<file path="src/source/adc_bridge_pkg.sv">
// ADC bridge package with shared widths, types, target states and register map constants

package adc_bridge_pkg;

    // ----------------------------------------
    // Widths that carry a meaning
    // ----------------------------------------
    typedef logic [7:0]  byte_t;
    typedef logic [6:0]  i2c_addr_t;
    typedef logic [3:0]  reg_ptr_t;
    typedef logic [2:0]  reg_sel_t;
    typedef logic [11:0] sample_t;
    typedef logic [4:0]  adc_channel_t;
    typedef logic [31:0] csr_word_t;

    // Bits 0..7 of a byte, then 8 for the ACK slot
    typedef logic [3:0]  bit_count_t;

    // ----------------------------------------
    // I2C target FSM
    // ----------------------------------------
    typedef enum logic [2:0] {
        IDLE,
        DEV_ADDR,
        ADDR_ACK,
        REG_ADDR,
        WRITE_DATA,
        READ_DATA,
        IGNORE
    } target_state_t;

    // ----------------------------------------
    // Address and register map
    // ----------------------------------------
    localparam i2c_addr_t ADC_DEVICE_ADDR = 7'b1010000;

    localparam int NUM_CHANNELS = 5;

    // Stream channel numbers behind registers 1 to 5
    localparam adc_channel_t CHANNEL_ID_0 = 5'd1;
    localparam adc_channel_t CHANNEL_ID_1 = 5'd2;
    localparam adc_channel_t CHANNEL_ID_2 = 5'd3;
    localparam adc_channel_t CHANNEL_ID_3 = 5'd4;
    localparam adc_channel_t CHANNEL_ID_4 = 5'd6;

    localparam byte_t DEVICE_ID_BYTE = 8'hAF;

    // Status byte is these bits above the enable bit
    localparam logic [6:0] STATUS_FIXED_BITS = 7'b0000001;

    // Zero bits above a sample in its high byte
    localparam int SAMPLE_PAD_BITS = 4;

endpackage

</file>
<file path="src/source/i2c_bus_monitor.sv">
// I2C bus monitor that synchronizes SCL and SDA and flags start, stop and SCL edges
`timescale 1ns/1ps

module i2c_bus_monitor (
    input  logic clk_core,
    input  logic reset_n,
    input  logic scl,
    input  logic sda_in,
    output logic sda_sync,
    output logic bus_start,
    output logic bus_stop,
    output logic scl_rise,
    output logic scl_fall
);

    logic [1:0] scl_meta;
    logic [1:0] sda_meta;
    logic       scl_sync;
    logic       scl_prev;
    logic       sda_prev;

    assign scl_sync = scl_meta[1];
    assign sda_sync = sda_meta[1];

    // ----------------------------------------
    // Two stage synchronizers, idle bus is high
    // ----------------------------------------
    always_ff @(posedge clk_core or negedge reset_n) begin
        if (!reset_n) begin
            scl_meta <= 2'b11;
            sda_meta <= 2'b11;
            scl_prev <= 1'b1;
            sda_prev <= 1'b1;
        end else begin
            scl_meta <= {scl_meta[0], scl};
            sda_meta <= {sda_meta[0], sda_in};
            scl_prev <= scl_sync;
            sda_prev <= sda_sync;
        end
    end

    // ----------------------------------------
    // Registered event detection
    // ----------------------------------------
    always_ff @(posedge clk_core or negedge reset_n) begin
        if (!reset_n) begin
            bus_start <= 1'b0;
            bus_stop  <= 1'b0;
            scl_rise  <= 1'b0;
            scl_fall  <= 1'b0;
        end else begin
            // SDA moving while SCL stays high marks start or stop
            bus_start <= scl_sync && scl_prev && sda_prev && !sda_sync;
            bus_stop  <= scl_sync && scl_prev && !sda_prev && sda_sync;
            scl_rise  <= scl_sync && !scl_prev;
            scl_fall  <= !scl_sync && scl_prev;
        end
    end

endmodule

</file>
<file path="src/source/i2c_adc_target.sv">
// I2C target FSM with address match, register pointer, enable bit, ACK and read shifting
`timescale 1ns/1ps

module i2c_adc_target (
    input  logic                     clk_core,
    input  logic                     reset_n,
    input  logic                     sda_sync,
    input  logic                     bus_start,
    input  logic                     bus_stop,
    input  logic                     scl_rise,
    input  logic                     scl_fall,
    input  adc_bridge_pkg::byte_t    read_byte,
    output adc_bridge_pkg::reg_ptr_t read_index,
    output logic                     adc_enable,
    output logic                     sda_drive_low
);

    adc_bridge_pkg::target_state_t state;
    adc_bridge_pkg::bit_count_t    bit_cnt;
    adc_bridge_pkg::byte_t         shift_reg;
    adc_bridge_pkg::reg_sel_t      reg_sel;
    adc_bridge_pkg::i2c_addr_t     rx_addr;
    logic                          read_mode;
    // Set after selecting register 0, cleared by the first data byte
    logic                          enable_armed;

    assign rx_addr = shift_reg[7:1];

    always_ff @(posedge clk_core or negedge reset_n) begin
        if (!reset_n) begin
            state         <= adc_bridge_pkg::IDLE;
            bit_cnt       <= '0;
            shift_reg     <= '0;
            reg_sel       <= '0;
            read_index    <= '0;
            read_mode     <= 1'b0;
            enable_armed  <= 1'b0;
            adc_enable    <= 1'b0;
            sda_drive_low <= 1'b0;
        end else if (bus_start) begin
            // Repeated start lands here as well
            state         <= adc_bridge_pkg::DEV_ADDR;
            // SCL fall after the start wraps this to zero
            bit_cnt       <= '1;
            enable_armed  <= 1'b0;
            sda_drive_low <= 1'b0;
        end else if (bus_stop) begin
            state         <= adc_bridge_pkg::IDLE;
            enable_armed  <= 1'b0;
            sda_drive_low <= 1'b0;
        end else begin
            case (state)
                // ----------------------------------------
                // Bytes from the host
                // ----------------------------------------
                adc_bridge_pkg::DEV_ADDR,
                adc_bridge_pkg::REG_ADDR,
                adc_bridge_pkg::WRITE_DATA: begin
                    if (scl_rise && bit_cnt < 4'd8) begin
                        shift_reg <= {shift_reg[6:0], sda_sync};
                    end
                    if (scl_fall) begin
                        if (bit_cnt == 4'd7) begin
                            // Eighth bit done, SCL low for the ACK slot
                            bit_cnt <= 4'd8;
                            if (state == adc_bridge_pkg::DEV_ADDR) begin
                                if (rx_addr == adc_bridge_pkg::ADC_DEVICE_ADDR) begin
                                    state         <= adc_bridge_pkg::ADDR_ACK;
                                    read_mode     <= shift_reg[0];
                                    read_index    <= {reg_sel, 1'b0};
                                    sda_drive_low <= 1'b1;
                                end else begin
                                    state <= adc_bridge_pkg::IGNORE;
                                end
                            end else begin
                                sda_drive_low <= 1'b1;
                                if (state == adc_bridge_pkg::REG_ADDR) begin
                                    reg_sel      <= shift_reg[2:0];
                                    enable_armed <= (shift_reg[2:0] == 3'd0);
                                end else if (enable_armed) begin
                                    adc_enable   <= shift_reg[0];
                                    enable_armed <= 1'b0;
                                end
                            end
                        end else if (bit_cnt == 4'd8) begin
                            // End of our ACK, later bytes are data
                            state         <= adc_bridge_pkg::WRITE_DATA;
                            bit_cnt       <= '0;
                            sda_drive_low <= 1'b0;
                        end else begin
                            bit_cnt <= bit_cnt + 4'd1;
                        end
                    end
                end

                adc_bridge_pkg::ADDR_ACK: begin
                    if (scl_fall) begin
                        bit_cnt <= '0;
                        if (read_mode) begin
                            state         <= adc_bridge_pkg::READ_DATA;
                            shift_reg     <= read_byte;
                            read_index    <= adc_bridge_pkg::reg_ptr_t'(read_index + 4'd1);
                            sda_drive_low <= !read_byte[7];
                        end else begin
                            state         <= adc_bridge_pkg::REG_ADDR;
                            sda_drive_low <= 1'b0;
                        end
                    end
                end

                // ----------------------------------------
                // Bytes to the host, MSB first
                // ----------------------------------------
                adc_bridge_pkg::READ_DATA: begin
                    if (scl_rise && bit_cnt == 4'd8 && sda_sync) begin
                        // Host NACK, stay off the bus
                        state <= adc_bridge_pkg::IGNORE;
                    end else if (scl_fall) begin
                        if (bit_cnt == 4'd8) begin
                            bit_cnt       <= '0;
                            shift_reg     <= read_byte;
                            read_index    <= adc_bridge_pkg::reg_ptr_t'(read_index + 4'd1);
                            sda_drive_low <= !read_byte[7];
                        end else if (bit_cnt == 4'd7) begin
                            // Release for the host's ACK slot
                            bit_cnt       <= 4'd8;
                            sda_drive_low <= 1'b0;
                        end else begin
                            bit_cnt       <= bit_cnt + 4'd1;
                            shift_reg     <= {shift_reg[6:0], 1'b0};
                            sda_drive_low <= !shift_reg[6];
                        end
                    end
                end

                default: begin
                    sda_drive_low <= 1'b0;
                end
            endcase
        end
    end

    // Bus stays released outside a transaction to this target
    assert property (@(posedge clk_core) disable iff (!reset_n)
        (state inside {adc_bridge_pkg::IDLE, adc_bridge_pkg::IGNORE}) |-> !sda_drive_low);

    assert property (@(posedge clk_core) disable iff (!reset_n)
        $changed(adc_enable) |-> $past(state) == adc_bridge_pkg::WRITE_DATA);

endmodule

</file>
<file path="src/source/adc_sample_store.sv">
// ADC sample store with per-channel capture, end of packet snapshot and byte read mux
`timescale 1ns/1ps

module adc_sample_store (
    input  logic                         clk_core,
    input  logic                         reset_n,
    input  logic                         adc_valid,
    input  adc_bridge_pkg::adc_channel_t adc_channel,
    input  adc_bridge_pkg::sample_t      adc_data,
    input  logic                         adc_eop,
    input  logic                         adc_enable,
    input  adc_bridge_pkg::reg_ptr_t     read_index,
    output adc_bridge_pkg::byte_t        read_byte
);

    adc_bridge_pkg::sample_t               raw_sample [adc_bridge_pkg::NUM_CHANNELS];
    adc_bridge_pkg::sample_t               vis_sample [adc_bridge_pkg::NUM_CHANNELS];
    logic [adc_bridge_pkg::NUM_CHANNELS-1:0] chan_hit;
    logic [2:0]                            chan_sel;
    adc_bridge_pkg::sample_t               sel_sample;

    // Channels outside the map leave chan_hit empty
    always_comb begin
        chan_hit = '0;
        case (adc_channel)
            adc_bridge_pkg::CHANNEL_ID_0: chan_hit[0] = 1'b1;
            adc_bridge_pkg::CHANNEL_ID_1: chan_hit[1] = 1'b1;
            adc_bridge_pkg::CHANNEL_ID_2: chan_hit[2] = 1'b1;
            adc_bridge_pkg::CHANNEL_ID_3: chan_hit[3] = 1'b1;
            adc_bridge_pkg::CHANNEL_ID_4: chan_hit[4] = 1'b1;
            default: chan_hit = '0;
        endcase
    end

    // ----------------------------------------
    // Capture and snapshot
    // ----------------------------------------
    always_ff @(posedge clk_core or negedge reset_n) begin
        if (!reset_n) begin
            for (int k = 0; k < adc_bridge_pkg::NUM_CHANNELS; k++) begin
                raw_sample[k] <= '0;
                vis_sample[k] <= '0;
            end
        end else if (adc_valid) begin
            for (int k = 0; k < adc_bridge_pkg::NUM_CHANNELS; k++) begin
                if (chan_hit[k]) begin
                    raw_sample[k] <= adc_data;
                end
                // EOP beat's own sample goes straight to the visible bank
                if (adc_eop) begin
                    vis_sample[k] <= chan_hit[k] ? adc_data : raw_sample[k];
                end
            end
        end
    end

    // ----------------------------------------
    // Read map, two bytes per register
    // ----------------------------------------
    assign chan_sel = read_index[3:1] - 3'd1;

    always_comb begin
        read_byte  = '0;
        sel_sample = '0;
        case (read_index[3:1])
            3'd0: begin
                read_byte = read_index[0] ? adc_bridge_pkg::DEVICE_ID_BYTE
                                          : {adc_bridge_pkg::STATUS_FIXED_BITS, adc_enable};
            end
            3'd1, 3'd2, 3'd3, 3'd4, 3'd5: begin
                sel_sample = vis_sample[chan_sel];
                read_byte  = read_index[0]
                    ? {{adc_bridge_pkg::SAMPLE_PAD_BITS{1'b0}}, sel_sample[11:8]}
                    : sel_sample[7:0];
            end
            default: read_byte = '0;
        endcase
    end

    assert property (@(posedge clk_core) disable iff (!reset_n) adc_eop |-> adc_valid);

endmodule

</file>
<file path="src/source/adc_sequencer_ctrl.sv">
// ADC sequencer control that writes a run or stop word on each change of the enable bit
`timescale 1ns/1ps

module adc_sequencer_ctrl (
    input  logic                      clk_core,
    input  logic                      reset_n,
    input  logic                      adc_enable,
    output logic                      seq_csr_write,
    output adc_bridge_pkg::csr_word_t seq_csr_writedata
);

    logic enable_q;

    always_ff @(posedge clk_core or negedge reset_n) begin
        if (!reset_n) begin
            enable_q          <= 1'b0;
            seq_csr_write     <= 1'b0;
            seq_csr_writedata <= '0;
        end else begin
            enable_q      <= adc_enable;
            seq_csr_write <= (adc_enable != enable_q);
            // Run is bit 0 set, stop is all zeros
            if (adc_enable != enable_q) begin
                seq_csr_writedata <= adc_bridge_pkg::csr_word_t'(adc_enable);
            end
        end
    end

    // Enable only moves on SCL edges, so writes never come back to back
    assert property (@(posedge clk_core) disable iff (!reset_n)
        seq_csr_write |=> !seq_csr_write);

endmodule

</file>
<file path="src/source/adc_bridge_top.sv">
// ADC bridge top level joining the I2C monitor, target, sample store and sequencer control
`timescale 1ns/1ps

module adc_bridge_top (
    input  logic                         clk_core,
    input  logic                         reset_n,
    input  logic                         scl,
    input  logic                         sda_in,
    output logic                         sda_drive_low,
    input  logic                         adc_valid,
    input  adc_bridge_pkg::adc_channel_t adc_channel,
    input  adc_bridge_pkg::sample_t      adc_data,
    input  logic                         adc_eop,
    output logic                         seq_csr_write,
    output adc_bridge_pkg::csr_word_t    seq_csr_writedata
);

    logic                     sda_sync;
    logic                     bus_start;
    logic                     bus_stop;
    logic                     scl_rise;
    logic                     scl_fall;
    adc_bridge_pkg::byte_t    read_byte;
    adc_bridge_pkg::reg_ptr_t read_index;
    logic                     adc_enable;

    // ----------------------------------------
    // I2C side
    // ----------------------------------------
    i2c_bus_monitor u_bus_monitor (
        .clk_core  (clk_core),
        .reset_n   (reset_n),
        .scl       (scl),
        .sda_in    (sda_in),
        .sda_sync  (sda_sync),
        .bus_start (bus_start),
        .bus_stop  (bus_stop),
        .scl_rise  (scl_rise),
        .scl_fall  (scl_fall)
    );

    i2c_adc_target u_target (
        .clk_core      (clk_core),
        .reset_n       (reset_n),
        .sda_sync      (sda_sync),
        .bus_start     (bus_start),
        .bus_stop      (bus_stop),
        .scl_rise      (scl_rise),
        .scl_fall      (scl_fall),
        .read_byte     (read_byte),
        .read_index    (read_index),
        .adc_enable    (adc_enable),
        .sda_drive_low (sda_drive_low)
    );

    // ----------------------------------------
    // ADC side
    // ----------------------------------------
    adc_sample_store u_sample_store (
        .clk_core    (clk_core),
        .reset_n     (reset_n),
        .adc_valid   (adc_valid),
        .adc_channel (adc_channel),
        .adc_data    (adc_data),
        .adc_eop     (adc_eop),
        .adc_enable  (adc_enable),
        .read_index  (read_index),
        .read_byte   (read_byte)
    );

    adc_sequencer_ctrl u_sequencer_ctrl (
        .clk_core          (clk_core),
        .reset_n           (reset_n),
        .adc_enable        (adc_enable),
        .seq_csr_write     (seq_csr_write),
        .seq_csr_writedata (seq_csr_writedata)
    );

endmodule

</file>
<file path="config.mk">
export PLATFORM = sky130hd
export DESIGN_NAME = adc_bridge_top
export DESIGN_NICKNAME = d
export VERILOG_FILES = /design/src/source/adc_bridge_pkg.sv /design/src/source/i2c_bus_monitor.sv /design/src/source/i2c_adc_target.sv /design/src/source/adc_sample_store.sv /design/src/source/adc_sequencer_ctrl.sv /design/src/source/adc_bridge_top.sv
export SDC_FILE = /design/constraint.sdc
export NUM_CORES = 1
export LEC_CHECK = 0
export BUFFER_PORTS_ARGS = -buffer_cell sky130_fd_sc_hd__clkbuf_2
export CAP_MARGIN = 20
export CORE_ASPECT_RATIO = 1.75
export CORE_MARGIN = 5
export CORE_UTILIZATION = 60
export DETAILED_ROUTE_END_ITERATION = 12
export PLACE_DENSITY = 0.82
export SLEW_MARGIN = 0
export SYNTH_ARGS = -nofsm -noshare
export SYNTH_HDL_FRONTEND = slang
export SYNTH_HIERARCHICAL = 1
export SYNTH_SLANG_ARGS = --single-unit
</file>
<file path="constraint.sdc">
create_clock -name clk_core -period 3.5 [get_ports clk_core]
set_input_delay 0.7 -clock clk_core [delete_from_list [all_inputs] [get_ports clk_core]]
set_output_delay 0.7 -clock clk_core [all_outputs]
set_load 0.02 [all_outputs]
</file>
# Yosys cells after proc, flatten, opt, wreduce, memory -nomap -nowiden
# Cells that the tools add are included.
dict set report totals {
  reg_bits 159
  output_inout_bits 34
  word_cells 197
}
dict set report op_classes {
  addsub 3
  n_lt_le_gt_ge 2
  n_eq_ne 44
  mux 77
  n_bitwise 5
  n_reduce_logical 36
}
# cell count
set op_table {}
lappend op_table {{$mux W12} 7}
lappend op_table {{$mux W4} 19}
lappend op_table {{$mux W8} 9}
lappend op_table {{$bmux W12 S3} 1}
lappend op_table {{$mux W3} 10}
lappend op_table {{$mux W1} 25}
lappend op_table {{$pmux W4 S3} 2}
lappend op_table {{$pmux W8 S3} 1}
lappend op_table {{$reduce_and A6 Y1} 3}
lappend op_table {{$ne A4 B4 Y1 const B} 4}
lappend op_table {{$pmux W8 S2} 1}
lappend op_table {{$ne A3 B3 Y1 const B} 5}
lappend op_table {{$ne A2 B1 Y1 const B} 7}
lappend op_table {{$reduce_and A7 Y1} 2}
lappend op_table {{$eq A3 B2 Y1 const B} 4}
lappend op_table {{$eq A3 B3 Y1 const B} 4}
lappend op_table {{$reduce_and A12 Y1} 1}
lappend op_table {{$reduce_bool A3 Y1} 4}
lappend op_table {{$eq A5 B2 Y1 const B} 2}
lappend op_table {{$eq A5 B3 Y1 const B} 2}
lappend op_table {{$logic_and A1 B1 Y1} 10}
lappend op_table {{$pmux W3 S3} 1}
lappend op_table {{$reduce_and A9 Y1} 1}
lappend op_table {{$add A4 B1 Y4 const B} 2}
lappend op_table {{27 further kinds} 40}

# Logic depth before layout (Yosys ltp)
dict set report logic_depth {
  word_depth 14
  ltp_mapped 12
  ltp_nobuf 9
}

# By module
# The synthesis kept the hierarchy.
# mod instances cells_each area_each_um2 seq_area_each_um2
set by_module_without_submodules {}
lappend by_module_without_submodules {adc_sample_store 1 495 5864.4 3002.9}
lappend by_module_without_submodules {i2c_adc_target 1 172 1674.1 650.6}
lappend by_module_without_submodules {adc_sequencer_ctrl 1 39 332.8 75.1}
lappend by_module_without_submodules {i2c_bus_monitor 1 14 292.8 257.7}

# Least setup slack after synthesis
# OpenSTA, ideal clock, no wires.
dict set report synth_timing {
  path_kind {flip-flop to flip-flop}
  start {register u_target.read_index[1]}
  end {register u_target.shift_reg[1]}
  setup_ns 0.125
  t_arrival_ns 2.735
  required_time_ns 3.375
  slack_ns 0.640
  stages_incl_launch_ff 12
  path_cell_list {dfrtp_1 > buf_2 > buf_2 > inv_1 > ha_1 > xor2_2 > buf_6 > mux4_2 > a21oi_1 > o21ai_1 > mux2_2 > mux2_2}
}
dict set report synth_between {
  elab_chain_len 11
  elab_cells_between_ends 20
}
# element line_no
set synth_rtl {}
lappend synth_rtl {{from (decl)} i2c_adc_target.sv:13} ;# output adc_bridge_pkg::reg_ptr_t read_index,
lappend synth_rtl {{from (signal assigned)} i2c_adc_target.sv:70} ;# read_index <= {reg_sel, 1'b0};
lappend synth_rtl {{from (signal assigned)} i2c_adc_target.sv:102} ;# read_index <= adc_bridge_pkg::reg_ptr_t'(read_index + 4'd1);
lappend synth_rtl {{from (signal assigned)} i2c_adc_target.sv:122} ;# read_index <= adc_bridge_pkg::reg_ptr_t'(read_index + 4'd1);
lappend synth_rtl {{$sub A3 B1 Y3} adc_sample_store.sv:60} ;# assign chan_sel = read_index[3:1] - 3'd1;
lappend synth_rtl {{$not A3 Y4 (not written as such)} adc_sample_store.sv:71} ;# sel_sample = vis_sample[chan_sel];
lappend synth_rtl {{$bmux W12 S3} adc_sample_store.sv:71}
lappend synth_rtl {{$mux W12 (not written as such) (2 in a row)} adc_sample_store.sv:71}
lappend synth_rtl {{$mux W8} adc_sample_store.sv:73} ;# ? {{adc_bridge_pkg::SAMPLE_PAD_BITS{1'b0}}, sel_sample[11:8]}
lappend synth_rtl {{$pmux W8 S2 (*)} adc_sample_store.sv:65} ;# case (read_index[3:1])
lappend synth_rtl {{via read_byte[1]} adc_bridge_top.sv:23} ;# adc_bridge_pkg::byte_t read_byte;
lappend synth_rtl {{$mux W8} i2c_adc_target.sv:119} ;# if (bit_cnt == 4'd8) begin
lappend synth_rtl {{$mux W8} i2c_adc_target.sv:118} ;# end else if (scl_fall) begin
lappend synth_rtl {{$mux W8} i2c_adc_target.sv:115} ;# if (scl_rise && bit_cnt == 4'd8 && sda_sync) begin
lappend synth_rtl {{$pmux W8 S3 (*)} i2c_adc_target.sv:52} ;# case (state)
lappend synth_rtl {{to (signal assigned)} i2c_adc_target.sv:60} ;# shift_reg <= {shift_reg[6:0], sda_sync};
lappend synth_rtl {{to (signal assigned)} i2c_adc_target.sv:121} ;# shift_reg <= read_byte;
lappend synth_rtl {{to (signal assigned)} i2c_adc_target.sv:130} ;# shift_reg <= {shift_reg[6:0], 1'b0};
lappend synth_rtl {{to (decl)} i2c_adc_target.sv:20} ;# adc_bridge_pkg::byte_t shift_reg;
# Mark *: on every way through the listed nets, which the timed path passes. The rest lies on a longest branch. The select of a mux whose other input is x is not followed.
# A chain may end at the register's enable or synchronous reset.

# Worst setup path in the final report
dict set report layout_timing {
  start {register u_target.read_index[2]}
  end {register u_target.shift_reg[3]}
}
# Same word-level chain as after synthesis.

==> impl_results.md <==
- Sequential area share after synthesis: 48.83%
- Final setup violating endpoints: 0
- Wire length of the first global-routing pass: 30020 um
- Filler Cells Inserted: 1000
- Vias per cell: 6.117
- Fin cells: 906
- Deepest clock path buffer count: 2
- Area post-placement: 8183 um2
- Synthesis-to-finish area growth: 7.586%
- CP endpoint kind: register
- Class of the most critical setup path: reg2reg
- Worst-case setup slack after placement: 0.5821 ns
- Largest area contributor in the synthesized netlist: sky130_fd_sc_hd__dfrtp_1
- Instance count of the mapped netlist: 720
- Worst-path maximum fanout: 11
- Count of buffers added by post-CTS timing repair for setup: 0
- Final Net Count: 750
- Worst clock skew on the final layout: 0.007299 ns
- RSZ-0062 raised after global routing: no
- Inserted Clock Buffers: 17
- Kind of path behind the tightest hold check: in2async
- Total non-filler cell area in the finished layout: 8783 um2
- Count of routing violations after the opening detailed-route iteration: 391
- Layout cell share with drive strength beyond 1: 23.36%
- Transition time at the pin with the least slew margin: 0.9655 ns
- Max stage delay cell, worst path: sky130_fd_sc_hd__mux4_1
- Met1 track demand over resource in global routing: 26.39%
- Count of endpoints failing hold in the final timing report: 0
- Number of library cell types mapped by synthesis: 67
- Total GRT Usage: 23.86%
- Top cells by area in the synthesized netlist: sky130_fd_sc_hd__dfrtp_1 47%, sky130_fd_sc_hd__mux2_2 9.5%, sky130_fd_sc_hd__mux2i_1 8.8%, sky130_fd_sc_hd__a21oi_1 4.8%, sky130_fd_sc_hd__nor2_1 3.5%
- Post-synth EDFFs: 0
- Async set-or-reset flop fraction in the synthesized netlist: 100.0%
- CTS sink count: 159
- Top achievable clock speed: 333.4 MHz
- Number of ports placed on the die boundary: 57
- Final RePlAce weighted congestion: 0.8567
- Number of antenna-violating nets in the routed design: 0
- Total Power Consumption: 6.141 mW
- Drt drc: 0
- Max-capacitance violation count: 0
- Final period utilization: 85.70%
- Most used routing layer: met2
- Most common cell after layout, fill and taps aside: sky130_fd_sc_hd__dfrtp_1
- Post-Syn Area per Cell: 11.34 um2
- Die span in x: 98.18 um
- Crit path arrival time: 3.31 ns
- GRT Residual Overflow: 0
- Antenna violations before repair: 0
- #FFs+latches synth: 159
- Row count: 56
- Post-synthesis instance area: 8164 um2
- Clock latency of the later-clocked register in the worst-skew pair: 0.43 ns
- Post-cts repair resize count: 0
- Number of hold buffers added after CTS: 0
- Count of inserted antenna diode cells: 0
- Most frequent cells in the layout: 153 x sky130_fd_sc_hd__dfrtp_1, 79 x sky130_fd_sc_hd__a21oi_1, 77 x sky130_fd_sc_hd__nor2_1
- Initial cell density of the core: 61.00%
- CTS clk-pin slew, worst paths: 0.07 ns
- Number of global-route vias before repair: 5819
- Max H-tree Level: 4
- Maximum vdd drop: 0.4412 mV
- Cell Count Post-Placement: 873
- Clock Root Buffer: sky130_fd_sc_hd__clkbuf_16
- Critical Path Source Type: register
- Mean routed wirelength per cell: 20.26 um
- Area share of the leading cell type in the synthesized netlist: 46.90%
- Largest net degree at the start of global routing: 121
- Fin crit period: 2.999 ns
- Data required time of the critical path: 3.81 ns
- Via count: 5542
- Most frequent CP cell: sky130_fd_sc_hd__mux2_2
- Number of buffers inserted by port buffering: 25
- Number of iterations in the first detailed-routing pass: 7
- Final HPWL DP: 12270 um
- Accumulated negative setup slack: 0 ns
- Final Max Tran Viols: 0
- Internal reg-to-reg setup slack: 0.50 ns
- GR Layer Usage met3: 4.165%
- Clock tree from TritonCTS: yes
- Total power divided by cell area: 699.1 nW/um2
- Die Footprint: 16130 um2
- Pleak: 4.120 nW
- Area inside the core boundary: 13380 um2
- Met2 Track Usage GR: 44.08%
- Slowest Stage Delay on Critical Path: 0.65 ns
- Most used flip-flop cell after synthesis: sky130_fd_sc_hd__dfrtp_1
- Final worst setup slack: 0.5005 ns
- Height of the die: 164.3 um
- Final WL: 18350 um
- Run status: finished clean
- Cell breakdown of the critical path: inv_1 > ha_1 > xor2_2 > mux4_1 > a21oi_1 > o21ai_0 > mux2_2 > mux2_2
- Max-Slew Margin vs Limit: 35.63%
- Yosys warns: 6
## power by group
| group | switching [mW] | internal (mW) |
|---|---|---|
| Clock | 0.836 | 0.970 |
| Combinational | 0.944 | 0.842 |
| Sequential | 0.369 | 2.18 |
| Total | 2.15 | 3.99 |
## path summary, 6_finish.rpt
check	startpoint	depth (start not counted)	to
min in group clk_core	u_bus_monitor/scl_meta[0]$_DFF_PN1_	0	u_bus_monitor/scl_meta[1]$_DFF_PN1_
min	reset_n	1	u_target/bit_cnt[1]$_DFFE_PN0P_
min reg2reg	u_bus_monitor/scl_meta[0]$_DFF_PN1_	0	u_bus_monitor/scl_meta[1]$_DFF_PN1_
max in group asynchronous	reset_n	2	u_target/sda_drive_low$_DFFE_PN0P_
max	u_target/read_index[2]$_DFFE_PN0P_	8	u_target/shift_reg[3]$_DFFE_PN0P_
max reg2reg	u_target/read_index[2]$_DFFE_PN0P_	8	u_target/shift_reg[3]$_DFFE_PN0P_
## critical path: cells and delay by family, from the launching register on
| family | cells | cell delay [ns] |
|---|---|---|
| muxes | 3 | 1.19 |
| xor gates and xnor gates | 1 | 0.59 |
| DFF | 1 | 0.44 |
| AOI/OAI and AO/OA | 2 | 0.27 |
| adders and majority gates | 1 | 0.24 |
| buffers and inverters | 1 | 0.14 |
## layer usage
layer,vias to the layer above,routed length [um]
met5,-,0
met4,0,648
met3,58,831
met2,189,10140
met1,2801,6736
li1,2494,-
## Yosys cell counts (all sizes together), types with 5 or more instances
cell type / n
mux2: 84
o21ai: 18
clkbuf: 24
inv: 10
nor3: 10
dfrtp: 153
nor2: 79
buf: 58
nor2b: 8
ha: 8
nand3: 7
a21oi: 79
and2: 6
mux2i: 72
dfstp: 6
nand2: 20
nand4: 5
mux4: 8
## stage by stage
step           utilization (%)  hold WS, ns
6_report                 65.63       0.3147
2_1_floorplan                -       0.3452
3_5_place_dp             61.14       0.3476
5_1_grt                  65.63       0.3493
3_3_place_gp             61.14       0.3473
4_1_cts                  65.48       0.3282
## layout make-up
cell class                 instances  area (um2)  share of cell area (%)
inverter                          10       37.54                  0.4274
tap                              174       217.7                   2.479
timing repair buffer              32       209.0                   2.379
clock buffer                      18       439.2                   5.000
multi-input combinational        499        3752                   42.72
clock inverter                    14       141.4                   1.610
sequential                       159        3986                   45.38
## cell families after synthesis
family                     Yosys count  share of synthesized area, %
adders and majority gates            8                         1.226
buffers and inverters               92                         6.620
DFF                                159                         48.83
AOI/OAI and AO/OA                  131                         9.533
other                                1                       0.04593
xor gates and xnor gates             2                        0.3066
and+or+nand+nor                    163                         10.13
muxes                              164                         23.31
Note: power is estimated with default switching activity, not from simulation.
